--- config.mk ---
export PLATFORM = sky130hd
export DESIGN_NAME = dcache_ram
export DESIGN_NICKNAME = d
export VERILOG_FILES = /design/src/verilog/dcache_ram.sv
export SDC_FILE = /design/constraint.sdc
export NUM_CORES = 2
export LEC_CHECK = 0
export BUFFER_PORTS_ARGS = -buffer_cell sky130_fd_sc_hd__buf_2
export CORE_ASPECT_RATIO = 1.5
export CORE_MARGIN = 2
export CORE_UTILIZATION = 45
export DETAILED_ROUTE_END_ITERATION = 6
export PLACE_DENSITY = 0.69
export SLEW_MARGIN = 10
export SYNTH_ARGS = -nofsm -noshare
export SYNTH_HDL_FRONTEND = slang
export SYNTH_SLANG_ARGS = --single-unit
--- constraint.sdc ---
create_clock -name clk_i -period 1.58 [get_ports clk_i]
set_input_delay 0.158 -clock clk_i [delete_from_list [all_inputs] [get_ports clk_i]]
set_output_delay 0.158 -clock clk_i [all_outputs]
set_load 0.005 [all_outputs]
--- src/verilog/dcache_ram.sv ---
// Generic array with asynchronous read and clocked write
`timescale 1ns/1ps
`default_nettype none

module dcache_ram #(
	parameter int  DEPTH     = 32,
	parameter type payload_t = logic [63:0],
	localparam int AW        = $clog2(DEPTH)
) (
	input  logic          clk_i,
	input  logic          rst_ni,

	input  logic [AW-1:0] raddr_i,
	output payload_t      rdata_o,

	input  logic          we_i,
	input  logic [AW-1:0] waddr_i,
	input  payload_t      wdata_i
);

	payload_t mem_q [DEPTH];

	// Read port is combinational so a hit resolves in the request cycle
	assign rdata_o = mem_q[raddr_i];

	// Cleared store, so every tag entry starts out invalid
	always_ff @(posedge clk_i or negedge rst_ni) begin
		if (!rst_ni) begin
			for (int i = 0; i < DEPTH; i++) begin
				mem_q[i] <= '0;
			end
		end else if (we_i) begin
			mem_q[waddr_i] <= wdata_i;
		end
	end

endmodule

`default_nettype wire

==> results.md <==
* Status: complete, but fails checks
* Failing checks: setup timing
* Slowest CP cell: mux4_2
* Worst-Margin Slew at 0.722 ns
* Average cell area after synthesis at 16.3 sq um
* Yosys cell types at a little over 40
* Top Registers: mem_q x2048
* Largest net degree at the start of global routing at 85
* WP data arrival at about 2.4 ns
* Hold Vio Cnt, Final at 0
* YS warnings at 0
* Design Area, Final at roughly 0.11 sq mm
* Nature of the critical path endpoint: output pin
* Final slew viol count at 0
* Unrepaired setup endpoints after global routing: true
* Syn Inst Count at 5616
* Port-buffer cells at 140
* Fin Clk Skew at 0 ns
* Clock root buffer: clkbuf_16
* R2R cell count at 2
* Later-pin clock latency in the skew report at between 0.8 and 0.9 ns
* Die area at a little over 0.2 sq mm
* Mapped Nets at roughly 5700
* EDFF count, synth at 0
* Share of cells above drive strength 1 at about 62%
* First-pass GRT wire length at a little under 400000 um
* Die height at 556 um
* CTS sink cnt at around 2000
* Cell taking the most area after synthesis: dfrtp_1
* Final WS setup at -0.996 ns
* Syn-to-layout area delta at 21.1%
* Period utilization at 163%
* Max FFs per register at approximately 2000
* Final wirelength at 260000 um
* Starting Density at a little under half
* Final period demand of the worst path at around 2.6 ns
* Yosys reg bits at approximately 2000
* Post-synthesis cell area at a little over 0.09 sq mm
* Initial antenna violation count at 14
* Clk buf depth at 4
* WP data required at between 1 and 1.5 ns
* Total grt overflow at 0
* Vias in the first global route at around 58000
* Most flops, register: mem_q
* Tot Pwr at around 140000 uW
* Post-DRT Antenna Nets at 0
* Worst-path clk slew at about 0.070 ns
* Yosys top cell area share at 56.1%
* Max cap viols at 0
* CTS buffer count at just under 200
* Max_slew headroom at 51.7%
* Via count at ~53000
* Sequential share of the synthesized area at between 50% and 60%
* Ys flop type: dfrtp_1
* P_leak at 0.0492 uW
* Drc violations at 0
* Hold path cells at 4
* Cell chain of the critical path: mux4_2, a2111oi_4, buf_4, nor4_2, buf_2
* Hold Path Origin: waddr_i[4]
* CP max stage delay at slightly above 0.5 ns
* Max Fanout on Critical Path at 2
* GR Util All Layers at between 20% and 30%
* Nets at around 6100
* Initial DRC count at roughly 3500
* Setup violators final at 64
* DPL Wire Length at 168000 um
* Wirelength per Cell at 29.5 um
* TritonRoute pass-1 iters at 5
* CTS tree: yes
* Maximum VDD drop at between 0.0008 and 0.0009 V
* Worst setup SP type: flop
* CP delay by family, top: multiplexers
* Top cells by area, synth: dfrtp_1 56%, mux2_2 25%, mux4_2 12%
* Asr flop ratio synth at 100%
* Core area at 0.202 sq mm
* Hold Path Class: in2reg
* Num rows at 202
* Die span in x at about 370 um
* Crit Path Category: reg2out
* Worst path depth at 5
* I/O Pins at 141
* WP buf/inv at 2
* Fmax at just under 400 MHz
* PwrDens at roughly 1300 mW/mm^2
* Via density at between 6 and 7
* Placed inst area at slightly above 0.1 sq mm
* H-tree depth at 4
* RePlAce Congestion at roughly 0.8
* CP Launch Point: mem_q[1598]
* FF-to-FF Start: mem_q[1252]
path summary, 6_finish.rpt:
check | end | slack [ns]
setup / recovery | rdata_o[62] | -1.0
hold / removal | mem_q[2002] | 0.05
setup reg to reg | mem_q[1252] | 0.67
hold reg to reg | mem_q[1143] | 0.48
max in group asynchronous | mem_q[1418] | 0.51
min in group asynchronous | mem_q[1990] | 0.07
area by class of cell:
| cell class | count | area [sq um] |
|---|---|---|
| diodes | 3 | 7.51 |
| well taps | 2652 | 3320 |
| clock buffers | 287 | 5560 |
| flip-flops and latches | 2048 | 51200 |
| clock inverters | 49 | 596 |
| fillers | 15500 | 91300 |
| repair buffers | 780 | 9080 |
| multi-input cells | 3001 | 40900 |
cells in the mapped netlist, types with 3 or more instances:
cell type	instances
buf_4	64
buf_6	24
nand2_1	22
buf_1	9
nor2_4	4
o221ai_1	9
nand3b_2	3
nor2_2	8
nand4b_1	3
a211oi_1	9
nor2_1	5
a21oi_1	9
nand3b_1	5
mux2i_1	37
mux4_2	491
clkbuf_1	255
mux2_2	2003
nor2b_1	4
nand3_1	5
a22oi_1	19
nor2_8	4
mux2_1	51
or3b_2	4
dfrtp_1	2048
o22ai_1	228
nor3b_2	4
buf_2	215
or3_1	4
nor4_1	53
cell families (layout without fill, tap and decap cells):
family | count (synthesis) | after routing | synth area share [%]
muxes | 2582 | 2582 | 37.8
DFF | 2048 | 2048 | 56.1
buffers and inverters | 567 | 1116 | 3.08
and+or+nand+nor | 141 | 141 | 1.06
other | 0 | 3 | 0
AOI/OAI and AO/OA | 278 | 278 | 1.96
placed cells by master, fill, tap and decap left out, types with 5 or more instances in the layout:
| cell type | instances |
|---|---|
| o221ai_1 | 8 |
| nor4_2 | 16 |
| dlygate4sd3_1 | 66 |
| mux2_1 | 40 |
| o22ai_2 | 115 |
| buf_4 | 311 |
| bufinv_16 | 10 |
| a22oi_2 | 9 |
| a22oi_1 | 10 |
| mux2_2 | 1855 |
| mux2_4 | 159 |
| nor2_1 | 5 |
| clkinv_2 | 22 |
| mux2i_1 | 37 |
| o22ai_1 | 26 |
| nor4_4 | 37 |
| buf_12 | 264 |
| nor2_4 | 12 |
| clkbuf_16 | 196 |
| a21oi_2 | 5 |
| clkbuf_1 | 60 |
| nand2_4 | 17 |
| buf_2 | 123 |
| o22ai_4 | 87 |
| clkinvlp_4 | 9 |
| buf_6 | 14 |
| clkbuf_8 | 31 |
| mux4_2 | 491 |
| nand3b_1 | 5 |
| dfrtp_1 | 2048 |
through the flow:
| stage | TNS [ns] | setup WS [ns] | hold WS [ns] | utilization [%] | cells |
|---|---|---|---|---|---|
| 6_report | -48.08 | -0.996 | 0.0487 | 54.8 | 8820 |
| 2_1_floorplan | -49.07 | -0.0820 | -0.138 | - | 5616 |
| 4_1_cts | -52.17 | -1.17 | 0.00338 | 54.4 | 8812 |
| 3_5_place_dp | -617.76 | -0.896 | 0.0577 | 50.1 | 8441 |
| 3_3_place_gp | -591.15 | -0.966 | 0.0552 | 50.1 | 8441 |
| 5_1_grt | -52.21 | -1.11 | 0.0605 | 54.8 | 8819 |
power by group:
group / switching, uW / total [uW] / internal [uW]
Combinational: 9610 / 24900 / 15300
Sequential: 5100 / 67700 / 62600
Clock: 20200 / 46200 / 26000
Total: 34900 / 139000 / 104000
metal layers:
layer / GRT usage [%] / vias to the layer above / routed length, um
li1: - / 21900 / -
met1: 34.3 / 29600 / 109000
met2: 42.8 / 1315 / 131000
met3: 3.92 / 429 / 12500
met4: 7.20 / 14 / 6970
met5: 0 / - / 93
worst min-delay path, cell delays in order:
cell and delay [ns]:
buf_2 0.19, nor3_2 0.15, nand2_4 0.16, mux2_2 0.18
repair_timing:
| action | CTS | global route |
|---|---|---|
| hold endpoints to repair | 4091 | 0 |
| hold buffers | 66 | 0 |
| setup buffers | 15 | 9 |
| pin swaps | 98 | 68 |
| gates resized for setup | 328 | 108 |
| endpoints found under the setup margin | 64 | 64 |
Power figures use the tool's default switching activity.
