==> src/verilog/dcache_pkg.sv <==
// Bus widths, cache line states, TileLink opcodes and permission codes
`default_nettype none

package dcache_pkg;

	// CPU and TileLink bus widths
	localparam int ADDR_W = 64;
	localparam int DATA_W = 64;
	localparam int BE_W   = DATA_W / 8;
	localparam int SINK_W = 4;

	// Line permission as held by this cache
	typedef enum logic [1:0] {
		ST_N  = 2'd0,
		ST_B  = 2'd1,
		ST_T  = 2'd2,
		ST_TT = 2'd3
	} line_state_e;

	// Channel opcodes
	localparam logic [2:0] A_ACQUIRE_BLOCK = 3'd6;
	localparam logic [2:0] C_RELEASE       = 3'd6;
	localparam logic [2:0] C_RELEASE_DATA  = 3'd7;
	localparam logic [2:0] D_GRANT_DATA    = 3'd5;
	localparam logic [2:0] D_RELEASE_ACK   = 3'd6;

	// Grow params on A
	localparam logic [2:0] NTOB = 3'd0;
	localparam logic [2:0] NTOT = 3'd1;

	// Shrink params on C
	localparam logic [2:0] TTON = 3'd1;
	localparam logic [2:0] BTON = 3'd2;

endpackage

`default_nettype wire
==> src/verilog/dcache_resp.sv <==
// CPU response registers for grant, read valid and read data
`timescale 1ns/1ps
`default_nettype none

module dcache_resp (
	input  logic                          clk_i,
	input  logic                          rst_ni,

	// Strobes from the controller
	input  logic                          grant_i,
	input  logic                          rvalid_i,
	// Data array word at the selected read address
	input  logic [dcache_pkg::DATA_W-1:0] rdata_i,

	output logic                          gnt_o,
	output logic                          rvalid_o,
	output logic [dcache_pkg::DATA_W-1:0] rdata_o
);

	// Single-cycle pulses toward the CPU
	always_ff @(posedge clk_i or negedge rst_ni) begin
		if (!rst_ni) begin
			gnt_o    <= 1'b0;
			rvalid_o <= 1'b0;
		end else begin
			gnt_o    <= grant_i;
			rvalid_o <= rvalid_i;
		end
	end

	// Holds the last word returned
	always_ff @(posedge clk_i or negedge rst_ni) begin
		if (!rst_ni) begin
			rdata_o <= '0;
		end else if (rvalid_i) begin
			rdata_o <= rdata_i;
		end
	end

endmodule

`default_nettype wire

==> config.mk <==
export PLATFORM = sky130hd
export DESIGN_NAME = dcache_resp
export DESIGN_NICKNAME = d
export VERILOG_FILES = /design/src/verilog/dcache_pkg.sv /design/src/verilog/dcache_resp.sv
export SDC_FILE = /design/constraint.sdc
export NUM_CORES = 1
export LEC_CHECK = 0
export BUFFER_PORTS_ARGS = -buffer_cell sky130_fd_sc_hd__buf_2
export CAP_MARGIN = 5
export CORE_AREA = 2 2 86 109
export DETAILED_ROUTE_END_ITERATION = 10
export DIE_AREA = 0 0 88 111
export SLEW_MARGIN = 20
export SYNTH_ARGS = -nofsm -noshare
export SYNTH_HDL_FRONTEND = slang
export SYNTH_SLANG_ARGS = --single-unit
==> constraint.sdc <==
create_clock -name clk_i -period 0.82 [get_ports clk_i]
set_clock_uncertainty 0.05 [all_clocks]
set_input_delay 0.123 -clock clk_i [delete_from_list [all_inputs] [get_ports clk_i]]
set_output_delay 0.123 -clock clk_i [all_outputs]
set_load 0.005 [all_outputs]
==> summary.md <==
| Metric | Value |
|---|---|
| Final Instance Area | `between 4000 and 5000 um^2` |
| Core Rows | `39` |
| # IOs | `134` |
| Die Wd | `88 um` |
| Worst setup margin | `-0.205 ns` |
| Clk sinks | `between 60 and 70` |
| Initial Utilization | `30.9%` |
| Max Clk Rate | `976 MHz` |
| Fillers | `805` |
| Internal Pwr Total | `7.06 mW` |
| Switching power share of the total | `21.7%` |
| CTS max path bufs | `2` |
| Total of max-cap violations | `0` |
| Sequential share of power | `41.8%` |
| Crit-path cells | `buf_2` |
| Crit path time final | `about 1.0 ns` |
| Clk_lat worst skew | `0.32 ns` |
| Sequential-to-total area share from yosys stat | `60.5%` |
| Worst slew margin | `around 80%` |
| Via/cell ratio | `between 4 and 5` |
| Yosys Warn Count | `0` |
| Pleak | `2.20 nW` |
| Gr ovfl total | `0` |
| Pin count of the biggest net entering global routing | `between 50 and 60` |
| CP Buf/Inv Count | `1` |
| Worst EP arrival | `0.85 ns` |
| Max Slew Vio Count | `0` |
| Drt pass-1 iters | `4` |
| Clk network pwr share | `40.9%` |
| Hold Buf Count CTS | `2` |
| Post-Route WL | `5820 um` |
| CTS tree | `done` |
| Die height | `between 100 and 150 um` |
| Endpoints failing setup | `slightly below 100` |
| Status | `complete, but fails checks` |
| Worst Hold Class | `input pin to register` |
| Syn_area_per_cell | `approximately 20 um^2` |
| Net Sw Power | `1.96 mW` |
| Post-Syn Area | `roughly 2700 um^2` |
| Mapped Cells | `approximately 140` |
| Critical path class | `register to primary output` |
| Worst Tran Pin Value | `0.302 ns` |
| Combinational fraction of design power | `17.4%` |
| Post-synth cell types | `5` |
| DRC violations left | `0` |
| RSZ-0062 raised after global routing | `true` |
| Area grow syn2layout | `52.0%` |
| GPL Wtd Cong | `~0.7` |
| Initial antenna violation count | `0` |
| Reg clk slew, reported paths | `0.05 ns` |
| Hold Vio Cnt, Final | `64` |
| Wire per inst | `~13 um` |
| CTS H-tree depth | `3` |
| CP max FO | `2` |
| Diode count | `0` |
| Final Cycle Share | `125%` |
| Placed Area | `roughly 3500 um^2` |
| Final ANT Viol Nets | `0` |
| Via count | `1,781` |
| Worst path max stage delay | `0.39 ns` |
| CP top delay family | `flip-flops` |
| Crit. End Element | `primary output` |
| Slowest stage cell, crit path | `dfrtp_1` |
| Port Buf Inserts | `133` |
| Failing checks | `hold timing, setup timing` |
| Yosys reg bits | `66` |
| Worst Path Required | `approximately 0.65 ns` |
| CTS Buf Count | `9` |
| Hold WS | `-0.0252 ns` |
| Die Area | `9770 um^2` |
| Vias in the first global route | `1,960` |
| Total track usage | `between 10% and 20%` |
| # nets final | `385` |
| Critical path launch point type | `register` |
| Root Driver | `clkbuf_16` |
| Iteration-0 DRC count of the detailed router | `14` |
| Share of cells above drive strength 1 | `about four fifths` |
| Mapped Nets | `205` |
| First-pass GRT wire length | `9140 um` |
| Maximum VDD drop | `986 uV` |
| Total power density per cell area | `around 2200 nW/um^2` |
| Core area | `roughly 8800 um^2` |
| Post-DP HPWL | `~4000 um` |
-- power by group through the flow --
stage / combinational (mW) / clock (mW) / sequential (mW)
6_report: 1.57 / 3.68 / 3.77
5_1_grt: 1.69 / 3.97 / 3.80
4_1_cts: 1.48 / 3.81 / 3.75
3_5_place_dp: 1.29 / 0 / 3.80
3_3_place_gp: 1.26 / 0 / 3.81
2_1_floorplan: 0.648 / 0 / 3.83
-- layout make-up --
class | instances | area [um^2] | area share [%]
Tap cell | 123 | 154 | 3.71
Sequential cell | 66 | 1650 | 39.8
Multi-Input combinational cell | 64 | 953 | 23.0
Timing Repair Buffer | 176 | 1100 | 26.6
Clock inverter | 3 | 40.0 | 0.965
Clock buffer | 12 | 246 | 5.94
-- Yosys cell counts --
master / count / area, um^2
buf_12: 6 / 120
buf_6: 1 / 11.3
dfrtp_1: 66 / 1650
mux2_2: 4 / 45.0
mux2_4: 60 / 901
-- repair_timing --
action / in CTS / in global routing
resized for setup: 1 / 16
pin swaps: 0 / 0
setup endpoints to repair: 71 / 117
endpoints found under the hold margin: 131 / 64
setup buffers: 25 / 8
-- through the flow --
| stage | cells | total power, mW | setup slack, ns | setup TNS, ns | utilization [%] |
|---|---|---|---|---|---|
| floorplan | 137 | 4.48 | -0.0357 | -2.14 | - |
| global placement | 394 | 5.07 | -0.168 | -8.67 | 40.0 |
| detailed placement | 394 | 5.09 | -0.183 | -9.36 | 40.0 |
| CTS | 436 | 9.04 | -0.218 | -15.40 | 45.6 |
| global route | 444 | 9.46 | -0.237 | -18.66 | 47.0 |
| finish | 444 | 9.02 | -0.205 | -15.35 | 47.0 |
-- cell families after synthesis --
family                 after synthesis  synth area share (%)
muxes                               64                  34.7
DFF                                 66                  60.5
buffers and inverters                7                  4.81
-- registers in the layout, indices dropped and copies added, names as in the netlist --
signal / count
rdata_o: 64
gnt_o: 1
rvalid_o: 1
-- worst paths after layout --
check / startpoint / end / slack (ns) / depth (start not counted)
worst max-delay path: rdata_o[2] / rdata_o[2] / -0.20 / 1
worst min-delay path: rdata_i[2] / rdata_o[2] / -0.03 / 2
worst max register to register: rdata_o[61] / rdata_o[61] / -0.12 / 2
worst min register to register: rdata_o[30] / rdata_o[30] / 0.45 / 1
max in group asynchronous: rst_ni / rdata_o[22] / 0.16 / 3
min in group asynchronous: rst_ni / rdata_o[9] / 0.24 / 3
-- layout by cell type, fill, tap and decap left out, drive strengths merged --
cell and count:
clkinv 2, dfrtp 66, bufinv 1, buf 174, dlygate4sd3 2, clkbuf 12
mux2 64
-- routing by layer --
layer / track usage (%) / up-vias / share of wire [%]
met3: 5.51 / 13 / 8.7
met1: 15.3 / 846 / 43
met5: 0 / - / 0
met2: 17.9 / 90 / 45
met4: 6.46 / 0 / 2.6
li1: - / 832 / -
No activity file was read; power rests on OpenSTA's default activity.
