===== src/verilog/dcache_pkg.sv =====
// Bus widths, cache line states, TileLink opcodes and permission codes
`default_nettype none

package dcache_pkg;

	// CPU and TileLink bus widths
	localparam int ADDR_W = 64;
	localparam int DATA_W = 64;
	localparam int BE_W   = DATA_W / 8;
	localparam int SINK_W = 4;

	// Line permission as held by this cache
	typedef enum logic [1:0] {
		ST_N  = 2'd0,
		ST_B  = 2'd1,
		ST_T  = 2'd2,
		ST_TT = 2'd3
	} line_state_e;

	// Channel opcodes
	localparam logic [2:0] A_ACQUIRE_BLOCK = 3'd6;
	localparam logic [2:0] C_RELEASE       = 3'd6;
	localparam logic [2:0] C_RELEASE_DATA  = 3'd7;
	localparam logic [2:0] D_GRANT_DATA    = 3'd5;
	localparam logic [2:0] D_RELEASE_ACK   = 3'd6;

	// Grow params on A
	localparam logic [2:0] NTOB = 3'd0;
	localparam logic [2:0] NTOT = 3'd1;

	// Shrink params on C
	localparam logic [2:0] TTON = 3'd1;
	localparam logic [2:0] BTON = 3'd2;

endpackage

`default_nettype wire

===== src/verilog/dcache_lookup_if.sv =====
// Interface for the decoded CPU request and the tag lookup result
`timescale 1ns/1ps
`default_nettype none

interface dcache_lookup_if #(
	parameter int SETS       = 32,
	parameter int LINE_WORDS = 8
);
	localparam int IDX_W      = $clog2(SETS);
	localparam int WORD_W     = $clog2(LINE_WORDS);
	localparam int LINE_OFF_W = WORD_W + $clog2(dcache_pkg::BE_W);
	localparam int TAG_W      = dcache_pkg::ADDR_W - IDX_W - LINE_OFF_W;

	// Fields of the CPU address
	logic [IDX_W-1:0]              index;
	logic [WORD_W-1:0]             word;
	logic [TAG_W-1:0]              tag;

	// State of the indexed line
	logic                          hit;
	logic                          valid;
	logic                          dirty;
	logic                          shared;
	logic [dcache_pkg::ADDR_W-1:0] victim_addr;

	modport lookup (output index, word, tag, hit, valid, dirty, shared, victim_addr);
	modport ctrl   (input index, word, tag, hit, valid, dirty, shared, victim_addr);

endinterface

`default_nettype wire


===== src/verilog/dcache_lookup.sv =====
// Address split, tag compare and line state classification
`timescale 1ns/1ps
`default_nettype none

module dcache_lookup #(
	parameter int  SETS       = 32,
	parameter int  LINE_WORDS = 8,
	localparam int IDX_W      = $clog2(SETS),
	localparam int WORD_W     = $clog2(LINE_WORDS),
	localparam int BYTE_W     = $clog2(dcache_pkg::BE_W),
	localparam int LINE_OFF_W = WORD_W + BYTE_W,
	localparam int TAG_W      = dcache_pkg::ADDR_W - IDX_W - LINE_OFF_W
) (
	input  logic [dcache_pkg::ADDR_W-1:0] addr_i,
	// Entry layout is {state, tag}
	input  logic [TAG_W+1:0]              tag_entry_i,
	dcache_lookup_if.lookup               lk
);

	dcache_pkg::line_state_e line_state;
	logic [TAG_W-1:0]        stored_tag;

	assign line_state = dcache_pkg::line_state_e'(tag_entry_i[TAG_W +: 2]);
	assign stored_tag = tag_entry_i[TAG_W-1:0];

	// Byte offset bits are dropped, the CPU addresses whole words
	assign lk.word  = addr_i[BYTE_W +: WORD_W];
	assign lk.index = addr_i[LINE_OFF_W +: IDX_W];
	assign lk.tag   = addr_i[dcache_pkg::ADDR_W-1 -: TAG_W];

	assign lk.valid  = (line_state != dcache_pkg::ST_N);
	assign lk.dirty  = (line_state == dcache_pkg::ST_TT);
	assign lk.shared = (line_state == dcache_pkg::ST_B);
	assign lk.hit    = lk.valid && (stored_tag == lk.tag);

	// Direct mapped, the indexed line is always the victim
	assign lk.victim_addr = {stored_tag, lk.index, {LINE_OFF_W{1'b0}}};

endmodule

`default_nettype wire


===== src/flat_wrapper.sv =====
// flat-port wrapper written by rule: the top's interface ports become plain ports
module dcache_lookup_flat 
#(
	parameter int  SETS       = 32,
	parameter int  LINE_WORDS = 8,
	localparam int IDX_W      = $clog2(SETS),
	localparam int WORD_W     = $clog2(LINE_WORDS),
	localparam int BYTE_W     = $clog2(dcache_pkg::BE_W),
	localparam int LINE_OFF_W = WORD_W + BYTE_W,
	localparam int TAG_W      = dcache_pkg::ADDR_W - IDX_W - LINE_OFF_W
)
  (addr_i, tag_entry_i, lk_index, lk_word, lk_tag, lk_hit, lk_valid, lk_dirty, lk_shared, lk_victim_addr);
  dcache_lookup_if #(.SETS(SETS), .LINE_WORDS(LINE_WORDS)) lk_i ();
  input  logic [dcache_pkg::ADDR_W-1:0] addr_i;
  input  logic [TAG_W+1:0] tag_entry_i;
  output wire logic [$bits(lk_i.index)-1:0] lk_index;
  output wire logic [$bits(lk_i.word)-1:0] lk_word;
  output wire logic [$bits(lk_i.tag)-1:0] lk_tag;
  output wire logic [$bits(lk_i.hit)-1:0] lk_hit;
  output wire logic [$bits(lk_i.valid)-1:0] lk_valid;
  output wire logic [$bits(lk_i.dirty)-1:0] lk_dirty;
  output wire logic [$bits(lk_i.shared)-1:0] lk_shared;
  output wire logic [$bits(lk_i.victim_addr)-1:0] lk_victim_addr;
  assign lk_index = lk_i.index;
  assign lk_word = lk_i.word;
  assign lk_tag = lk_i.tag;
  assign lk_hit = lk_i.hit;
  assign lk_valid = lk_i.valid;
  assign lk_dirty = lk_i.dirty;
  assign lk_shared = lk_i.shared;
  assign lk_victim_addr = lk_i.victim_addr;
  dcache_lookup #(.SETS(SETS), .LINE_WORDS(LINE_WORDS)) u_core (.addr_i(addr_i), .tag_entry_i(tag_entry_i), .lk(lk_i));
endmodule

===== config.mk =====
export PLATFORM = sky130hd
export DESIGN_NAME = dcache_lookup_flat
export DESIGN_NICKNAME = d
export VERILOG_FILES = /design/src/verilog/dcache_pkg.sv /design/src/verilog/dcache_lookup_if.sv /design/src/verilog/dcache_lookup.sv /design/src/flat_wrapper.sv
export SDC_FILE = /design/constraint.sdc
export NUM_CORES = 1
export LEC_CHECK = 0
export BUFFER_PORTS_ARGS = -buffer_cell sky130_fd_sc_hd__buf_2
export CORE_AREA = 2 2 97 99
export DETAILED_ROUTE_END_ITERATION = 7
export DIE_AREA = 0 0 99 101
export SETUP_SLACK_MARGIN = 0.5
export SLEW_MARGIN = 10
export SYNTH_ARGS = -nofsm -noshare
export SYNTH_HDL_FRONTEND = slang
export SYNTH_SLANG_ARGS = --single-unit
export TNS_END_PERCENT = 30

===== constraint.sdc =====
create_clock -name vclk -period 5.18
set_clock_uncertainty 0.2 [all_clocks]
set_input_delay 0.518 -clock vclk [all_inputs]
set_output_delay 0.518 -clock vclk [all_outputs]
set_load 0.005 [all_outputs]

==> metrics.cfg, run 1 <==
[routing]
first_iter_violations = 9
wirelength_um = 4300
ant_nets = 0
met2_wirelength_um = 2350
vias_per_cell = 3.58
top_layer = met4
wl_met1_um = 1520
vias = 1490
first_pass_iters = 2
drc_errors = 0
routed-wl-met3_um = 387
routedWlPerCell_um = 10.3

[worst_setup_path]
slowest_delay_ns = 0.54
start_kind = input pin
path_delay_family = simple AND/OR/NAND/NOR gates
crit_chain = buf_2 -> nor2b_1 -> a2111o_1 -> or4_1 -> nor4_2 -> buf_2
crit_type = input pin to primary output
cp_num_buf_inv = 2
crit_path_end_kind = primary output
cp_max_fo = 3
cp.required_ns = 4.46
crit_top_cell = buf_2
crit_arrival_ns = 2.07
cp_slowest_cell = or4_1

[outcome]
status = complete, no violations

[placed_design]
routabilityCongestion = 0.796
hpwl_um = 4180
dpl_cell_area_um2 = 1900
portBuffers = 218
dpl.cell_count = 416

[pwr]
p_leak_nw = 1.13
ir_worst_vdd_mv = 0.0207
power.density_nw_per_um2 = 76.9
p_total_mw = 0.146

[synth]
ys_top_cells_by_area = buf_4 59%, xor2_1 24%, nor4_1 4.3%
synth.avg_cell_area_um2 = 7.68
synth_top_area_frac = 0.590
yosysWarnings = 0
yosys.area.top_type = buf_4
synth_cell_types = 18
ys_seq_area_frac = 0
netlist_instances = 207
synth_area_um2 = 1590

[layout]
layout_commonest_cell = buf_2
area_growth_pct = 19.5
drive_gt1_frac = 0.725
finalInstanceArea_um2 = 1900
final_cell_mix = 218 x buf_2, 43 x xor2_1, 11 x nor4_1, 7 x nor2b_1, 6 x conb_1
clkbuf_count = 0
seq_area_um2 = 0
antenna_cells = 0
final_cells = 416
seq_cells = 0
nets = 426

[sta]
tns_ns = 0
setup_viol = 0
max_freq_ghz = 0.359
post-route-period-util = 0.537
hold_ws_ns = 0.836
fin_crit_ns = 2.78
hold_violations = 0
rsz0062_at_grt = no
slew_viol_final = 0

[global_routing]
grt_overflow = 0
grt_max_degree = 4
grt_usage = 0.0694
grt_pass1_wl_um = 5780
antenna_found_initial = 0
grt_pass1_vias = 1313

[floorplanning]
die_x_um = 99
ios = 248
die_area_um2 = 10000
die_h_um = 101
rows = 35
core_area_um2 = 8980
start_util = 0.177

[run]
maxCapViolations = 0

[cts]
cts_setup_buffers = 0
postCtsHoldBufs = 0
ctsResizeCount = 0

[min_path]
hold_class = input pin to primary output

kinds of logic after synthesis:
family / Yosys count / synth area share
AO/OA/AOI/OAI: 4 / 0.0197
other: 1 / 0.00236
AND/OR/NAND/NOR: 27 / 0.122
buffers and inverters: 128 / 0.597
XOR/XNOR: 47 / 0.259
metrics by stage:
| stage | setup slack (ns) | util |
|---|---|---|
| 6_report | 2.40 | 0.212 |
| 5_1_grt | 2.30 | 0.212 |
| 4_1_cts | 2.38 | 0.212 |
| 3_5_place_dp | 2.38 | 0.212 |
| 3_3_place_gp | 2.39 | 0.212 |
| 2_1_floorplan | 2.65 | - |
worst paths after layout:
kind,start,slack [ns],depth (start not counted),endpoint
setup / recovery,tag_entry_i[39],2.40,6,lk_hit
hold / removal,addr_i[8],0.84,0,lk_index[2]
Yosys cell counts, drive strengths merged:
master,count
buf,125
xor2,43
nor4,12
nor2b,7
nand4,4
xnor2,4
inv,3
a2111o,1
a2111oi,1
and2,1
and2b,1
conb,1
o21ai,1
o22ai,1
or2,1
or4,1
power by group:
part	internal (mW)	leakage, nW	total, mW	switching [mW]
registers	0	0	0	0
logic	0.0786	1.13	0.146	0.0677
clock network	0	0	0	0
total	0.0786	1.13	0.146	0.0677
cell type report:
cell class | instances | area [um2]
Fill cell | 1007 | 7080
Timing Repair Buffer | 218 | 1090
Multi-Input combinational cell | 84 | 659
Tap cell | 111 | 139
Inverter | 3 | 11.3
layer usage:
layer  track usage  up-vias
li1              -      736
met1        0.0811      644
met2         0.142      105
met3      0.000693        5
met4        0.0105        0
met5             0        -
Power figures use the tool's default switching activity.
==> run 2, diff against run 1 <==
CORE_AREA = 2 2 95 97   (was 2 2 97 99)
DIE_AREA = 0 0 97 99   (was 0 0 99 101)
clock period = 2.55 ns   (was 5.18 ns; I/O delays follow)
==> run 2 against run 1 <==
  * Final area rose by 1.2%
  * Die area decreased by 4.0%
  * Largest cell class unchanged
  * Worst hold slack got worse by 0.53 ns
  * Via count increased by 2.1%
  * Non-clock buffer count grew 1
  * Final cell count shrank 0.48%
==> metrics.cfg, run 2 (synthesis gave the netlist of run 1 again) <==
[global_routing]
grt_overflow = 0  ; unchanged
antenna_found_initial = 0  ; unchanged
grt_pass1_vias = 1425  ; +8.5%
grt_pass1_wl_um = 6490  ; +12%
grt_max_degree = 4  ; unchanged
grt_usage = 0.0801  ; +0.0107

[sta]
setup_viol = 0  ; unchanged
hold_violations = 0  ; unchanged
tns_ns = 0  ; unchanged
slew_viol_final = 0  ; unchanged
rsz0062_at_grt = yes
worst_slack_ns = 0.422  ; -1.97 ns
max_freq_ghz = 0.470
post-route-period-util = 0.834
fin_crit_ns = 2.13
hold_ws_ns = 0.310  ; -0.526 ns

[pwr]
p_sw_mw = 0.139  ; +110%
p_int_mw = 0.162  ; +110%
p_total_mw = 0.301  ; +110%
power.density_nw_per_um2 = 156  ; +100%
p_leak_nw = 1.16  ; +2.2%
switching_share = 0.462  ; about the same
ir_worst_vdd_mv = 0.0385  ; +87%
seqPwrFrac = 0  ; unchanged
clkPwrFrac = 0  ; unchanged
combPwrFrac = 1.000  ; about the same

[worst_setup_path]
crit_top_cell = buf_2
start_kind = input pin
cp_slowest_cell = nor4_1
cp_max_fo = 2  ; -1
crit_type = input pin to primary output
crit_chain = buf_2 -> xor2_1 -> nor4_1 -> nand4_1 -> nor4_4 -> buf_2
cp.required_ns = 2.10  ; -2.36 ns
crit_path_end_kind = primary output
path_delay_family = simple AND/OR/NAND/NOR gates
cp_num_buf_inv = 2  ; unchanged
slowest_delay_ns = 0.42  ; -0.12 ns
crit_arrival_ns = 1.67  ; -0.40 ns

[min_path]
hold_class = input pin to primary output

[floorplanning]
die_area_um2 = 9600  ; -4.0%
die_x_um = 97  ; -2.0%
die_h_um = 99  ; -2.0%
start_util = 0.186  ; +0.00884
core_area_um2 = 8550  ; -4.8%
ios = 248  ; unchanged
rows = 34  ; -2.9%

[layout]
clkbuf_count = 0  ; unchanged
fin_util = 0.225  ; +0.0132
layout_commonest_cell = buf_2
nets = 427  ; +0.23%
seq_cells = 0  ; unchanged
finalInstanceArea_um2 = 1920  ; +1.2%
seq_area_um2 = 0  ; unchanged
final_cells = 414  ; -0.48%
antenna_cells = 0  ; unchanged
final_cell_mix = 217 x buf_2, 43 x xor2_1, 11 x nor4_1, 7 x nor2b_1, 6 x conb_1
fillers = 978  ; -2.9%
area_growth_pct = 20.9
drive_gt1_frac = 0.729  ; +0.00417

[placed_design]
routabilityCongestion = 0.756  ; -4.9%
dpl.cell_count = 413  ; -0.72%
dpl_cell_area_um2 = 1900  ; -0.20%
preCtsSetupSlack_ns = 0.229  ; -2.15 ns
hpwl_um = 4430  ; +6.2%
portBuffers = 218  ; unchanged

[routing]
vias = 1522  ; +2.1%
first_iter_violations = 13  ; +4
wirelength_um = 4620  ; +7.3%
vias_per_cell = 3.68  ; +2.6%
routedWlPerCell_um = 11.1  ; +7.8%
drc_errors = 0  ; unchanged
ant_nets = 0  ; unchanged
first_pass_iters = 4  ; +2

[outcome]
status = complete, no violations

[run]
maxCapViolations = 0  ; unchanged

==> run 2: cell type report <==
cell class	count	area [um2]	area share
inverters	3	11.3	0.00586
multi-input cells	84	672	0.349
well taps	108	135	0.0703
repair buffers	219	1100	0.574
==> run 2: final timing paths <==
check / startpoint / slack (ns) / cells after the start / endpoint
worst min-delay path: addr_i[5] / 0.31 / 0 / lk_word[2]
worst max-delay path: addr_i[47] / 0.42 / 6 / lk_hit
==> run 2: layer usage <==
| layer | part of all wire | track usage |
|---|---|---|
| met5 | 0 | 0 |
| met4 | 0 | 0.00108 |
| met3 | 0.11 | 0.00993 |
| met2 | 0.57 | 0.178 |
| met1 | 0.32 | 0.0820 |
==> run 2: timing repair <==
action / in CTS / in global routing
hold buffers: 0 / 0
endpoints found under the setup margin: 1 / 1
resized for setup: 2 / 1
pin swaps: 3 / 1
setup buffers: 1 / 0
hold endpoints to repair: 0 / 0
==> run 2: power groups by stage <==
stage | combinational (mW) | sequential, mW | clock [mW]
after global placement | 0.300 | 0 | 0
after detailed placement | 0.302 | 0 | 0
final | 0.301 | 0 | 0
after CTS | 0.307 | 0 | 0
after floorplan | 0.229 | 0 | 0
after global routing | 0.331 | 0 | 0
==> run 3, diff against run 2 <==
clock period = 1.8 ns   (was 2.55 ns; I/O delays follow)
==> run 3 against run 2 <==
  * Non-clock buffer count is 10 higher
  * Die area stayed put
  * Flip-flop and latch count stayed put
  * Critical path depth stayed put
  * The run now ends with negative setup slack left
  * Highest routed layer unchanged
  * Power is 46% higher
  * Setup slack worse by 0.59 ns
  * Clock-buffer cell count stayed put
  * Worst hold slack worse by 0.15 ns
==> metrics.cfg, run 3 (synthesis gave the netlist of run 1 again) <==
[outcome]
status = finished with violations
violations = negative setup slack

[pwr]
p_int_mw = 0.243  ; +51%
switching_share = 0.447  ; -0.0152
seqPwrFrac = 0  ; unchanged
clkPwrFrac = 0  ; unchanged
p_leak_nw = 1.21  ; +4.4%
combPwrFrac = 1.000  ; about the same
ir_worst_vdd_mv = 0.0555  ; +44%
power.density_nw_per_um2 = 220  ; +40%
p_sw_mw = 0.197  ; +42%

[layout]
clkbuf_count = 0  ; unchanged
area_growth_pct = 26.0
drive_gt1_frac = 0.741  ; +0.0117
antenna_cells = 0  ; unchanged
seq_cells = 0  ; unchanged
final_cell_mix = 217 x buf_2, 43 x xor2_1, 11 x nor4_1, 11 x buf_4, 7 x nor2b_1
fin_util = 0.234  ; +0.00951
layout_commonest_cell = buf_2
seq_area_um2 = 0  ; unchanged
nets = 437  ; +2.3%

[floorplanning]
die_h_um = 99  ; unchanged
die_area_um2 = 9600  ; unchanged
start_util = 0.186  ; unchanged
die_x_um = 97  ; unchanged
core_area_um2 = 8550  ; unchanged
ios = 248  ; unchanged
rows = 34  ; unchanged

[routing]
vias = 1535  ; +0.85%
vias_per_cell = 3.62  ; -1.5%
first_iter_violations = 6  ; -7
met2_wirelength_um = 2450  ; -6.3%
top_layer = met3
first_pass_iters = 4  ; unchanged
wirelength_um = 4500  ; -2.5%
routedWlPerCell_um = 10.6  ; -4.8%
drc_errors = 0  ; unchanged
routed-wl-met3_um = 498  ; -2.5%
wl_met1_um = 1550  ; +4.4%
ant_nets = 0  ; unchanged

[global_routing]
grt_usage = 0.0774  ; -0.00267
grt_pass1_wl_um = 6310  ; -2.8%
grt_max_degree = 4  ; unchanged
antenna_found_initial = 0  ; unchanged
grt_pass1_vias = 1367  ; -4.1%
grt_overflow = 0  ; unchanged

[sta]
setup_viol = 1  ; +1
max_freq_ghz = 0.507
hold_violations = 0  ; unchanged
fin_crit_ns = 1.97
rsz0062_at_grt = yes
slew_viol_final = 0  ; unchanged
worst_slack_ns = -0.171  ; -0.593 ns
post-route-period-util = 1.09
tns_ns = -0.171  ; -0.171 ns

[min_path]
hold_class = input pin to primary output

[worst_setup_path]
crit_path_end_kind = primary output
path_delay_family = simple AND/OR/NAND/NOR gates
start_kind = input pin
cp_slowest_cell = or4_4
cp_max_fo = 3  ; +1
crit_chain = buf_6 -> nor2b_1 -> a2111o_1 -> or4_4 -> nor4_4 -> buf_2
cp_num_buf_inv = 2  ; unchanged
slowest_delay_ns = 0.54  ; +0.12 ns
cp.required_ns = 1.42  ; -0.68 ns
crit_type = input pin to primary output
crit_arrival_ns = 1.59  ; -0.08 ns

[run]
maxCapViolations = 0  ; unchanged

[cts]
cts_setup_buffers = 0  ; -1
postCtsHoldBufs = 0  ; unchanged

[placed_design]
portBuffers = 218  ; unchanged
routabilityCongestion = 0.701  ; -7.3%
hpwl_um = 4350  ; -1.9%
preCtsSetupSlack_ns = -0.236  ; -0.465 ns

==> run 3: worst paths after layout <==
check	start	endpoint	slack [ns]	depth (start not counted)
max	tag_entry_i[39]	lk_hit	-0.17	6
min	addr_i[5]	lk_word[2]	0.16	0
==> run 3: cell type report <==
| class | instances | area, um2 |
|---|---|---|
| fillers | 984 | 6550 |
| inverters | 3 | 11.3 |
| multi-input cells | 84 | 678 |
| well taps | 108 | 135 |
| repair buffers | 229 | 1180 |
==> run 3: metal layers <==
metal,vias up,GRT usage
li1,753,-
met1,666,0.0875
met2,116,0.160
met3,0,0.0113
met4,0,0.00217
met5,-,0
==> run 3: power by group through the flow <==
stage | sequential [mW] | combinational, mW | clock (mW)
finish | 0 | 0.440 | 0
global route | 0 | 0.484 | 0
CTS | 0 | 0.445 | 0
detailed placement | 0 | 0.441 | 0
global placement | 0 | 0.438 | 0
floorplan | 0 | 0.324 | 0
==> run 3: timing repair <==
action,in CTS,in global routing
endpoints found under the setup margin,1,1
resized for setup,2,3
pin swaps,0,1
==> run 3: metrics by stage <==
| step | instances | total power, mW | hold WS, ns | instance area (um2) |
|---|---|---|---|---|
| after floorplan | 212 | 0.324 | 0.190 | 1610 |
| after global placement | 424 | 0.438 | 0.160 | 1980 |
| after detailed placement | 424 | 0.441 | 0.160 | 1980 |
| after CTS | 424 | 0.445 | 0.160 | 1990 |
| after global routing | 424 | 0.484 | 0.160 | 2000 |
| final | 424 | 0.440 | 0.160 | 2000 |
