$ cat src/verilog/dcache_pkg.sv
// Bus widths, cache line states, TileLink opcodes and permission codes
`default_nettype none

package dcache_pkg;

	// CPU and TileLink bus widths
	localparam int ADDR_W = 64;
	localparam int DATA_W = 64;
	localparam int BE_W   = DATA_W / 8;
	localparam int SINK_W = 4;

	// Line permission as held by this cache
	typedef enum logic [1:0] {
		ST_N  = 2'd0,
		ST_B  = 2'd1,
		ST_T  = 2'd2,
		ST_TT = 2'd3
	} line_state_e;

	// Channel opcodes
	localparam logic [2:0] A_ACQUIRE_BLOCK = 3'd6;
	localparam logic [2:0] C_RELEASE       = 3'd6;
	localparam logic [2:0] C_RELEASE_DATA  = 3'd7;
	localparam logic [2:0] D_GRANT_DATA    = 3'd5;
	localparam logic [2:0] D_RELEASE_ACK   = 3'd6;

	// Grow params on A
	localparam logic [2:0] NTOB = 3'd0;
	localparam logic [2:0] NTOT = 3'd1;

	// Shrink params on C
	localparam logic [2:0] TTON = 3'd1;
	localparam logic [2:0] BTON = 3'd2;

endpackage

`default_nettype wire
$ cat src/verilog/dcache_lookup_if.sv
// Interface for the decoded CPU request and the tag lookup result
`timescale 1ns/1ps
`default_nettype none

interface dcache_lookup_if #(
	parameter int SETS       = 32,
	parameter int LINE_WORDS = 8
);
	localparam int IDX_W      = $clog2(SETS);
	localparam int WORD_W     = $clog2(LINE_WORDS);
	localparam int LINE_OFF_W = WORD_W + $clog2(dcache_pkg::BE_W);
	localparam int TAG_W      = dcache_pkg::ADDR_W - IDX_W - LINE_OFF_W;

	// Fields of the CPU address
	logic [IDX_W-1:0]              index;
	logic [WORD_W-1:0]             word;
	logic [TAG_W-1:0]              tag;

	// State of the indexed line
	logic                          hit;
	logic                          valid;
	logic                          dirty;
	logic                          shared;
	logic [dcache_pkg::ADDR_W-1:0] victim_addr;

	modport lookup (output index, word, tag, hit, valid, dirty, shared, victim_addr);
	modport ctrl   (input index, word, tag, hit, valid, dirty, shared, victim_addr);

endinterface

`default_nettype wire

$ cat src/verilog/dcache_ctrl.sv
// Miss, eviction and refill FSM with TileLink channel registers and array write control
`timescale 1ns/1ps
`default_nettype none

module dcache_ctrl #(
	parameter int  SETS       = 32,
	parameter int  LINE_WORDS = 8,
	localparam int IDX_W      = $clog2(SETS),
	localparam int WORD_W     = $clog2(LINE_WORDS),
	localparam int LINE_OFF_W = WORD_W + $clog2(dcache_pkg::BE_W),
	localparam int TAG_W      = dcache_pkg::ADDR_W - IDX_W - LINE_OFF_W
) (
	input  logic                          clk_i,
	input  logic                          rst_ni,
	input  logic                          req_i,
	input  logic                          we_i,
	input  logic [dcache_pkg::BE_W-1:0]   be_i,
	input  logic [dcache_pkg::DATA_W-1:0] wdata_i,
	dcache_lookup_if.ctrl                 lk,
	input  logic [dcache_pkg::DATA_W-1:0] ram_rdata_i,
	output logic                          tag_we_o,
	output logic [TAG_W+1:0]              tag_wentry_o,
	output logic                          data_we_o,
	output logic [dcache_pkg::DATA_W-1:0] data_wdata_o,
	output logic [IDX_W-1:0]              ram_index_o,
	output logic [WORD_W-1:0]             ram_word_o,
	output logic                          grant_o,
	output logic                          rvalid_o,
	output logic                          tl_a_valid_o,
	input  logic                          tl_a_ready_i,
	output logic [2:0]                    tl_a_opcode_o,
	output logic [2:0]                    tl_a_param_o,
	output logic [dcache_pkg::ADDR_W-1:0] tl_a_address_o,
	output logic                          tl_c_valid_o,
	input  logic                          tl_c_ready_i,
	output logic [2:0]                    tl_c_opcode_o,
	output logic [2:0]                    tl_c_param_o,
	output logic [dcache_pkg::ADDR_W-1:0] tl_c_address_o,
	output logic [dcache_pkg::DATA_W-1:0] tl_c_data_o,
	input  logic                          tl_d_valid_i,
	output logic                          tl_d_ready_o,
	input  logic [2:0]                    tl_d_opcode_i,
	input  logic [dcache_pkg::SINK_W-1:0] tl_d_sink_i,
	input  logic [dcache_pkg::DATA_W-1:0] tl_d_data_i,
	output logic                          tl_e_valid_o,
	input  logic                          tl_e_ready_i,
	output logic [dcache_pkg::SINK_W-1:0] tl_e_sink_o
);

	typedef enum logic [2:0] {
		S_IDLE, S_RELEASE, S_REL_WAIT, S_ACQUIRE, S_GRANT_WAIT, S_ACK, S_RESPOND
	} state_e;

	state_e                          state_q;
	logic [WORD_W-1:0]               beat_q;
	logic                            a_fire;
	logic                            c_fire;
	logic                            c_done;
	logic                            d_fire;
	logic                            e_fire;
	logic                            last_beat;
	logic                            hit_ok;

	// Pending request, stable from acceptance until the FSM is idle again
	logic [IDX_W-1:0]                pend_index_q;
	logic [TAG_W-1:0]                pend_tag_q;
	logic [WORD_W-1:0]               pend_word_q;
	logic                            pend_store_q;
	logic [dcache_pkg::DATA_W-1:0]   pend_wdata_q;
	logic [dcache_pkg::BE_W-1:0]     pend_be_q;
	logic [dcache_pkg::ADDR_W-1:0]   pend_vaddr_q;
	logic                            pend_vdirty_q;
	logic                            pend_vshared_q;

	logic [dcache_pkg::BE_W-1:0]     be_sel;
	logic [dcache_pkg::DATA_W-1:0]   wd_sel;
	logic [dcache_pkg::DATA_W-1:0]   merged;

	assign a_fire    = tl_a_valid_o && tl_a_ready_i;
	assign c_fire    = tl_c_valid_o && tl_c_ready_i;
	assign d_fire    = tl_d_valid_i && tl_d_ready_o;
	assign e_fire    = tl_e_valid_o && tl_e_ready_i;
	assign last_beat = (beat_q == WORD_W'(LINE_WORDS - 1));
	// A clean Release is a single beat
	assign c_done    = c_fire && (!pend_vdirty_q || last_beat);
	// Stores to a shared line go down the miss path
	assign hit_ok    = lk.hit && !(we_i && lk.shared);

	// Byte-enable merge of store data into the stored word
	always_comb begin
		for (int b = 0; b < dcache_pkg::BE_W; b++) begin
			merged[8*b +: 8] = be_sel[b] ? wd_sel[8*b +: 8] : ram_rdata_i[8*b +: 8];
		end
	end

	assign data_wdata_o = (state_q == S_GRANT_WAIT) ? tl_d_data_i : merged;

	always_comb begin
		ram_index_o  = lk.index;
		ram_word_o   = lk.word;
		tag_we_o     = 1'b0;
		tag_wentry_o = '0;
		data_we_o    = 1'b0;
		be_sel       = be_i;
		wd_sel       = wdata_i;
		grant_o      = 1'b0;
		rvalid_o     = 1'b0;
		case (state_q)
			S_IDLE: begin
				if (req_i) begin
					grant_o = 1'b1;
					if (hit_ok && !we_i) begin
						rvalid_o = 1'b1;
					end else if (hit_ok) begin
						tag_we_o     = 1'b1;
						tag_wentry_o = {dcache_pkg::ST_TT, lk.tag};
						data_we_o    = 1'b1;
					end
				end
			end
			S_RELEASE: begin
				// Look one word ahead when the current beat is taken
				ram_index_o = pend_index_q;
				ram_word_o  = c_fire ? beat_q + 1'b1 : beat_q;
			end
			S_GRANT_WAIT: begin
				ram_index_o = pend_index_q;
				ram_word_o  = beat_q;
				if (d_fire && tl_d_opcode_i == dcache_pkg::D_GRANT_DATA) begin
					data_we_o = 1'b1;
					if (last_beat) begin
						tag_we_o     = 1'b1;
						tag_wentry_o = {pend_store_q ? dcache_pkg::ST_T : dcache_pkg::ST_B,
						                pend_tag_q};
					end
				end
			end
			S_RESPOND: begin
				ram_index_o = pend_index_q;
				ram_word_o  = pend_word_q;
				be_sel      = pend_be_q;
				wd_sel      = pend_wdata_q;
				if (pend_store_q) begin
					tag_we_o     = 1'b1;
					tag_wentry_o = {dcache_pkg::ST_TT, pend_tag_q};
					data_we_o    = 1'b1;
				end else begin
					rvalid_o = 1'b1;
				end
			end
			default: ;
		endcase
	end

	always_ff @(posedge clk_i or negedge rst_ni) begin
		if (!rst_ni) begin
			state_q      <= S_IDLE;
			beat_q       <= '0;
			tl_a_valid_o <= 1'b0;
			tl_c_valid_o <= 1'b0;
			tl_d_ready_o <= 1'b0;
			tl_e_valid_o <= 1'b0;
		end else begin
			case (state_q)
				S_IDLE: begin
					if (req_i && !hit_ok) begin
						state_q <= lk.valid ? S_RELEASE : S_ACQUIRE;
						beat_q  <= '0;
					end
				end
				S_RELEASE: begin
					tl_c_valid_o <= !c_done;
					if (c_fire) begin
						beat_q <= beat_q + 1'b1;
					end
					if (c_done) begin
						state_q      <= S_REL_WAIT;
						tl_d_ready_o <= 1'b1;
					end
				end
				S_REL_WAIT: begin
					if (d_fire && tl_d_opcode_i == dcache_pkg::D_RELEASE_ACK) begin
						state_q      <= S_ACQUIRE;
						tl_d_ready_o <= 1'b0;
					end
				end
				S_ACQUIRE: begin
					tl_a_valid_o <= !a_fire;
					if (a_fire) begin
						state_q      <= S_GRANT_WAIT;
						beat_q       <= '0;
						tl_d_ready_o <= 1'b1;
					end
				end
				S_GRANT_WAIT: begin
					if (d_fire && tl_d_opcode_i == dcache_pkg::D_GRANT_DATA) begin
						beat_q <= beat_q + 1'b1;
						if (last_beat) begin
							state_q      <= S_ACK;
							tl_d_ready_o <= 1'b0;
							tl_e_valid_o <= 1'b1;
						end
					end
				end
				S_ACK: begin
					if (e_fire) begin
						state_q      <= S_RESPOND;
						tl_e_valid_o <= 1'b0;
					end
				end
				default: state_q <= S_IDLE;
			endcase
		end
	end

	// Pending request and channel fields, only meaningful while the matching valid is high
	always_ff @(posedge clk_i) begin
		if (state_q == S_IDLE && req_i) begin
			pend_index_q   <= lk.index;
			pend_tag_q     <= lk.tag;
			pend_word_q    <= lk.word;
			pend_store_q   <= we_i;
			pend_wdata_q   <= wdata_i;
			pend_be_q      <= be_i;
			pend_vaddr_q   <= lk.victim_addr;
			pend_vdirty_q  <= lk.dirty;
			pend_vshared_q <= lk.shared;
		end
		if (state_q == S_ACQUIRE) begin
			tl_a_opcode_o  <= dcache_pkg::A_ACQUIRE_BLOCK;
			tl_a_param_o   <= pend_store_q ? dcache_pkg::NTOT : dcache_pkg::NTOB;
			tl_a_address_o <= {pend_tag_q, pend_index_q, {LINE_OFF_W{1'b0}}};
		end
		if (state_q == S_RELEASE) begin
			tl_c_opcode_o  <= pend_vdirty_q ? dcache_pkg::C_RELEASE_DATA : dcache_pkg::C_RELEASE;
			tl_c_param_o   <= pend_vshared_q ? dcache_pkg::BTON : dcache_pkg::TTON;
			tl_c_address_o <= pend_vaddr_q;
			tl_c_data_o    <= ram_rdata_i;
		end
		// GrantAck echoes the sink of the grant
		if (state_q == S_GRANT_WAIT && d_fire) begin
			tl_e_sink_o <= tl_d_sink_i;
		end
	end

endmodule

`default_nettype wire

$ cat src/flat_wrapper.sv
// flat-port wrapper written by rule: the top's interface ports become plain ports
module dcache_ctrl_flat 
#(
	parameter int  SETS       = 32,
	parameter int  LINE_WORDS = 8,
	localparam int IDX_W      = $clog2(SETS),
	localparam int WORD_W     = $clog2(LINE_WORDS),
	localparam int LINE_OFF_W = WORD_W + $clog2(dcache_pkg::BE_W),
	localparam int TAG_W      = dcache_pkg::ADDR_W - IDX_W - LINE_OFF_W
)
  (clk_i, rst_ni, req_i, we_i, be_i, wdata_i, ram_rdata_i, tag_we_o, tag_wentry_o, data_we_o, data_wdata_o, ram_index_o, ram_word_o, grant_o, rvalid_o, tl_a_valid_o, tl_a_ready_i, tl_a_opcode_o, tl_a_param_o, tl_a_address_o, tl_c_valid_o, tl_c_ready_i, tl_c_opcode_o, tl_c_param_o, tl_c_address_o, tl_c_data_o, tl_d_valid_i, tl_d_ready_o, tl_d_opcode_i, tl_d_sink_i, tl_d_data_i, tl_e_valid_o, tl_e_ready_i, tl_e_sink_o, lk_index, lk_word, lk_tag, lk_hit, lk_valid, lk_dirty, lk_shared, lk_victim_addr);
  dcache_lookup_if #(.SETS(SETS), .LINE_WORDS(LINE_WORDS)) lk_i ();
  input  logic clk_i;
  input  logic rst_ni;
  input  logic req_i;
  input  logic we_i;
  input  logic [dcache_pkg::BE_W-1:0] be_i;
  input  logic [dcache_pkg::DATA_W-1:0] wdata_i;
  input  logic [dcache_pkg::DATA_W-1:0] ram_rdata_i;
  output logic tag_we_o;
  output logic [TAG_W+1:0] tag_wentry_o;
  output logic data_we_o;
  output logic [dcache_pkg::DATA_W-1:0] data_wdata_o;
  output logic [IDX_W-1:0] ram_index_o;
  output logic [WORD_W-1:0] ram_word_o;
  output logic grant_o;
  output logic rvalid_o;
  output logic tl_a_valid_o;
  input  logic tl_a_ready_i;
  output logic [2:0] tl_a_opcode_o;
  output logic [2:0] tl_a_param_o;
  output logic [dcache_pkg::ADDR_W-1:0] tl_a_address_o;
  output logic tl_c_valid_o;
  input  logic tl_c_ready_i;
  output logic [2:0] tl_c_opcode_o;
  output logic [2:0] tl_c_param_o;
  output logic [dcache_pkg::ADDR_W-1:0] tl_c_address_o;
  output logic [dcache_pkg::DATA_W-1:0] tl_c_data_o;
  input  logic tl_d_valid_i;
  output logic tl_d_ready_o;
  input  logic [2:0] tl_d_opcode_i;
  input  logic [dcache_pkg::SINK_W-1:0] tl_d_sink_i;
  input  logic [dcache_pkg::DATA_W-1:0] tl_d_data_i;
  output logic tl_e_valid_o;
  input  logic tl_e_ready_i;
  output logic [dcache_pkg::SINK_W-1:0] tl_e_sink_o;
  input wire logic [$bits(lk_i.index)-1:0] lk_index;
  input wire logic [$bits(lk_i.word)-1:0] lk_word;
  input wire logic [$bits(lk_i.tag)-1:0] lk_tag;
  input wire logic [$bits(lk_i.hit)-1:0] lk_hit;
  input wire logic [$bits(lk_i.valid)-1:0] lk_valid;
  input wire logic [$bits(lk_i.dirty)-1:0] lk_dirty;
  input wire logic [$bits(lk_i.shared)-1:0] lk_shared;
  input wire logic [$bits(lk_i.victim_addr)-1:0] lk_victim_addr;
  assign lk_i.index = lk_index;
  assign lk_i.word = lk_word;
  assign lk_i.tag = lk_tag;
  assign lk_i.hit = lk_hit;
  assign lk_i.valid = lk_valid;
  assign lk_i.dirty = lk_dirty;
  assign lk_i.shared = lk_shared;
  assign lk_i.victim_addr = lk_victim_addr;
  dcache_ctrl #(.SETS(SETS), .LINE_WORDS(LINE_WORDS)) u_core (.clk_i(clk_i), .rst_ni(rst_ni), .req_i(req_i), .we_i(we_i), .be_i(be_i), .wdata_i(wdata_i), .lk(lk_i), .ram_rdata_i(ram_rdata_i), .tag_we_o(tag_we_o), .tag_wentry_o(tag_wentry_o), .data_we_o(data_we_o), .data_wdata_o(data_wdata_o), .ram_index_o(ram_index_o), .ram_word_o(ram_word_o), .grant_o(grant_o), .rvalid_o(rvalid_o), .tl_a_valid_o(tl_a_valid_o), .tl_a_ready_i(tl_a_ready_i), .tl_a_opcode_o(tl_a_opcode_o), .tl_a_param_o(tl_a_param_o), .tl_a_address_o(tl_a_address_o), .tl_c_valid_o(tl_c_valid_o), .tl_c_ready_i(tl_c_ready_i), .tl_c_opcode_o(tl_c_opcode_o), .tl_c_param_o(tl_c_param_o), .tl_c_address_o(tl_c_address_o), .tl_c_data_o(tl_c_data_o), .tl_d_valid_i(tl_d_valid_i), .tl_d_ready_o(tl_d_ready_o), .tl_d_opcode_i(tl_d_opcode_i), .tl_d_sink_i(tl_d_sink_i), .tl_d_data_i(tl_d_data_i), .tl_e_valid_o(tl_e_valid_o), .tl_e_ready_i(tl_e_ready_i), .tl_e_sink_o(tl_e_sink_o));
endmodule
$ cat config.mk
export PLATFORM = sky130hd
export DESIGN_NAME = dcache_ctrl_flat
export DESIGN_NICKNAME = d
export VERILOG_FILES = /design/src/verilog/dcache_pkg.sv /design/src/verilog/dcache_lookup_if.sv /design/src/verilog/dcache_ctrl.sv /design/src/flat_wrapper.sv
export SDC_FILE = /design/constraint.sdc
export NUM_CORES = 1
export LEC_CHECK = 0
export BUFFER_PORTS_ARGS = -buffer_cell sky130_fd_sc_hd__buf_2
export CAP_MARGIN = 20
export CORE_AREA = 2 2 264 266
export DETAILED_ROUTE_END_ITERATION = 16
export DIE_AREA = 0 0 266 268
export PLACE_DENSITY_LB_ADDON = 0.1
export SLEW_MARGIN = 20
export SYNTH_ARGS = -nofsm -noshare
export SYNTH_HDL_FRONTEND = slang
export SYNTH_SLANG_ARGS = --single-unit
$ cat constraint.sdc
create_clock -name clk_i -period 15.6 [get_ports clk_i]
set_input_delay 0.78 -clock clk_i [delete_from_list [all_inputs] [get_ports clk_i]]
set_output_delay 0.78 -clock clk_i [all_outputs]
set_load 0.01 [all_outputs]
==> impl_metrics.ini <==
[run_status]
status = finished clean

[routing]
antenna_left = 0
viasPerCell = 4.37
avgRoutedWirePerCell_um = 23.1
vias = 11000
wl_met1_mm = 22.6
drt_iter0_drc = 755
dr.max_layer_used = met5
drc = 0
wl_met3_mm = 3.84
wl_mm = 58.4
first_pass_iters = 5
met2WireLength_mm = 30.4

[placement]
dp.cells = 2431
dpl.hpwl_mm = 44.1
globalplace.congestion = 0.803
numPortBuffers = 672

[setup_path]
path_cells = or3b_1 > nor3_2 > a22o_2 > a22o_2 > buf_2
r2r_setup_slack_ps = 12520
cp.required_ps = 14820
cp-end-kind = primary output
critPathMaxStageDelay_ps = 910
critical_path_arrival_ps = 3510
reg2reg_to = u_core.pend_wdata_q[3]
critical-path-slowest-cell = a22o_2
cp_common_cell = a22o_2
r2r_start = u_core.state_q[0]
critPathKind = reg -> out
cp_max_fo = 53
cp-start-kind = flip-flop
reg2regPathDepth = 3

[sta]
tns_ps = 0
final_max_slew_viol_count = 0
maxSlewHeadroom_pct = 26.1
worst-slew-pin-transition_ps = 1110
min_period_ps = 4290
setup_viol = 0
finalClockSkew_ps = 24.3
fin_crit_sh_pct = 27.5
final-hold-violation-count = 0
rsz0062_at_grt = no
clock.fmax_ghz = 0.233

[synthesis]
yosys_warnings = 0
ys_types = 49
synth_edf_count = 394
async_reset_ff_share_pct = 2.48
postSynthCellCount = 904
synthFlopType = edfxtp_1
synth_seq_cells = 404
synth_area_um2 = 15200
syn_area_per_cell_um2 = 16.8
yosysSeqAreaShare_pct = 79.6

[grt]
antenna_found_initial = 10
overflow = 0
grt_usage_pct = 15.6
grt_max_degree = 92
grt_pass1_wl_mm = 80.7
grt_pass1_vias = 11300

[die]
die_w_um = 266
die_area_um2 = 71300
die_y_um = 268
pin_count = 687
core_area_um2 = 68200
row_count = 96
start_util_pct = 22.2

[clocking]
cts_num_sinks = 404
post_cts_resized = 0
ctsRootBufferMaster = clkbuf_16
cts_made_buffers = 50
cts.path.max_buffers = 3
cts_tree = yes
hold_buffers = 0
post_cts_buffers = 0
clock_latency_ps = 600
path_clk_slew_ps = 60
h-tree-depth = 2

[pwr]
power_frac_clock_pct = 35.7
switching_share_pct = 30.4
max-vdd-ir-drop_mv = 0.0896
p_leak_uw = 0.00851
power_frac_comb_pct = 22.3
switchingPower_uw = 1020
p_int_uw = 2330
cellPowerDensity_nw_per_um2 = 158
pwr-share-seq_pct = 42.0

[cells_and_area]
fin_nets = 1948
final_cell_mix = buf_2, edfxtp_1, nand2_1, nor2_1, o31ai_1
drive_gt1_share_pct = 49.7
layout_commonest_cell = buf_2
area_delta_synth_final_pct = 39.5
n_fill_cell = 6994
fin_cells = 2525

[hold_path]
hold_class = in -> async

[run]
cap_violations = 0
[final cells by class]
| class | instances | area, um2 | share of cell area (%) |
|---|---|---|---|
| diodes | 5 | 12.5 | 0.0591 |
| clock buffers | 59 | 1280 | 6.07 |
| clock inverters | 30 | 395 | 1.87 |
| inverters | 9 | 46.3 | 0.219 |
| multi-input cells | 455 | 2820 | 13.3 |
| flip-flops and latches | 404 | 12100 | 57.1 |
| well taps | 882 | 1100 | 5.21 |
| repair buffers | 681 | 3430 | 16.2 |
[power groups by stage]
stage	Combinational [uW]	Clock, uW	Sequential [uW]
floorplan	405	0	1440
global placement	767	0	1430
detailed placement	766	0	1430
CTS	769	1240	1410
global route	817	1280	1420
finish	749	1200	1410
[metrics by stage]
step	hold slack, ps	cell area (um2)	power, uW	setup slack [ps]	util, %
4_1_cts	23.5	21200	3420	11230	31.0
3_5_place_dp	405	19500	2190	11950	28.6
5_1_grt	36.2	21200	3510	11080	31.0
6_report	70.5	21200	3350	11310	31.0
2_1_floorplan	400	15200	1840	9630	-
3_3_place_gp	400	19500	2200	12060	28.6
[critical path: cells and delay by family (launching register included)]
| kind | cells | cell delay [ps] |
|---|---|---|
| buffers and inverters | 1 | 160 |
| flip-flops | 1 | 690 |
| AND/OR/NAND/NOR | 2 | 820 |
| AO/OA/AOI/OAI | 2 | 1180 |
[cell families after synthesis]
group	count (synthesis)	synth area share (%)
DFF	404	79.6
AOI/OAI and AO/OA	221	10.9
and+or+nand+nor	200	5.81
buffers and inverters	57	2.15
muxes	16	1.16
adders and majority gates	3	0.247
other	2	0.0495
xor gates and xnor gates	1	0.0577
[registers in the layout (all words and copies together), names as in the netlist, 2 cells and up]
| register | cells |
|---|---|
| u_core.pend_be_q | 8 |
| u_core.tl_c_data_o | 64 |
| u_core.pend_word_q | 3 |
| u_core.pend_tag_q | 53 |
| u_core.pend_index_q | 5 |
| u_core.tl_a_address_o | 58 |
| u_core.tl_c_address_o | 64 |
| u_core.pend_vaddr_q | 64 |
| u_core.tl_e_sink_o | 4 |
| u_core.tl_c_param_o | 2 |
| u_core.state_q | 3 |
| u_core.pend_wdata_q | 64 |
| u_core.beat_q | 3 |
[synth_stat cells, drive strengths merged (2+ instances only)]
master    n  area share, %
edfxtp  394             78
nand2    89            2.2
nor2     76            1.9
o31ai    69            3.4
o22ai    66            2.7
a22o     54            3.4
buf      29            1.5
clkbuf   19           0.47
mux2     13           0.96
dfrtp    10            1.6
o21ai    10           0.33
inv       9           0.22
a21oi     7           0.23
nand2b    6           0.25
or3b      5           0.29
o21a      4           0.20
and3      3           0.12
ha        3           0.25
mux2i     3           0.20
nor2b     3           0.12
nor3      3           0.13
a21o      2          0.099
a31oi     2          0.082
and3b     2           0.12
conb      2          0.049
nand3     2          0.066
nand4     2          0.082
o211ai    2          0.099
[per-layer routing]
layer / global-route usage [%] / vias up
met4: 5.04 / 8
met1: 18.2 / 5518
met2: 28.1 / 439
met3: 3.97 / 91
met5: 0 / -
li1: - / 4972
[how the worst max path moves through the flow]
stage                     cells after the start              start                to
final                                         5  u_core.state_q[2]  tag_wentry_o[19]
after global routing                          5  u_core.state_q[2]  tag_wentry_o[19]
after CTS                                     4  u_core.state_q[2]  tag_wentry_o[15]
after detailed placement                      4  u_core.state_q[2]  tag_wentry_o[19]
after global placement                        4  u_core.state_q[2]  tag_wentry_o[16]
after floorplan                               2              req_i           grant_o
No activity file was read; power rests on OpenSTA's default activity.
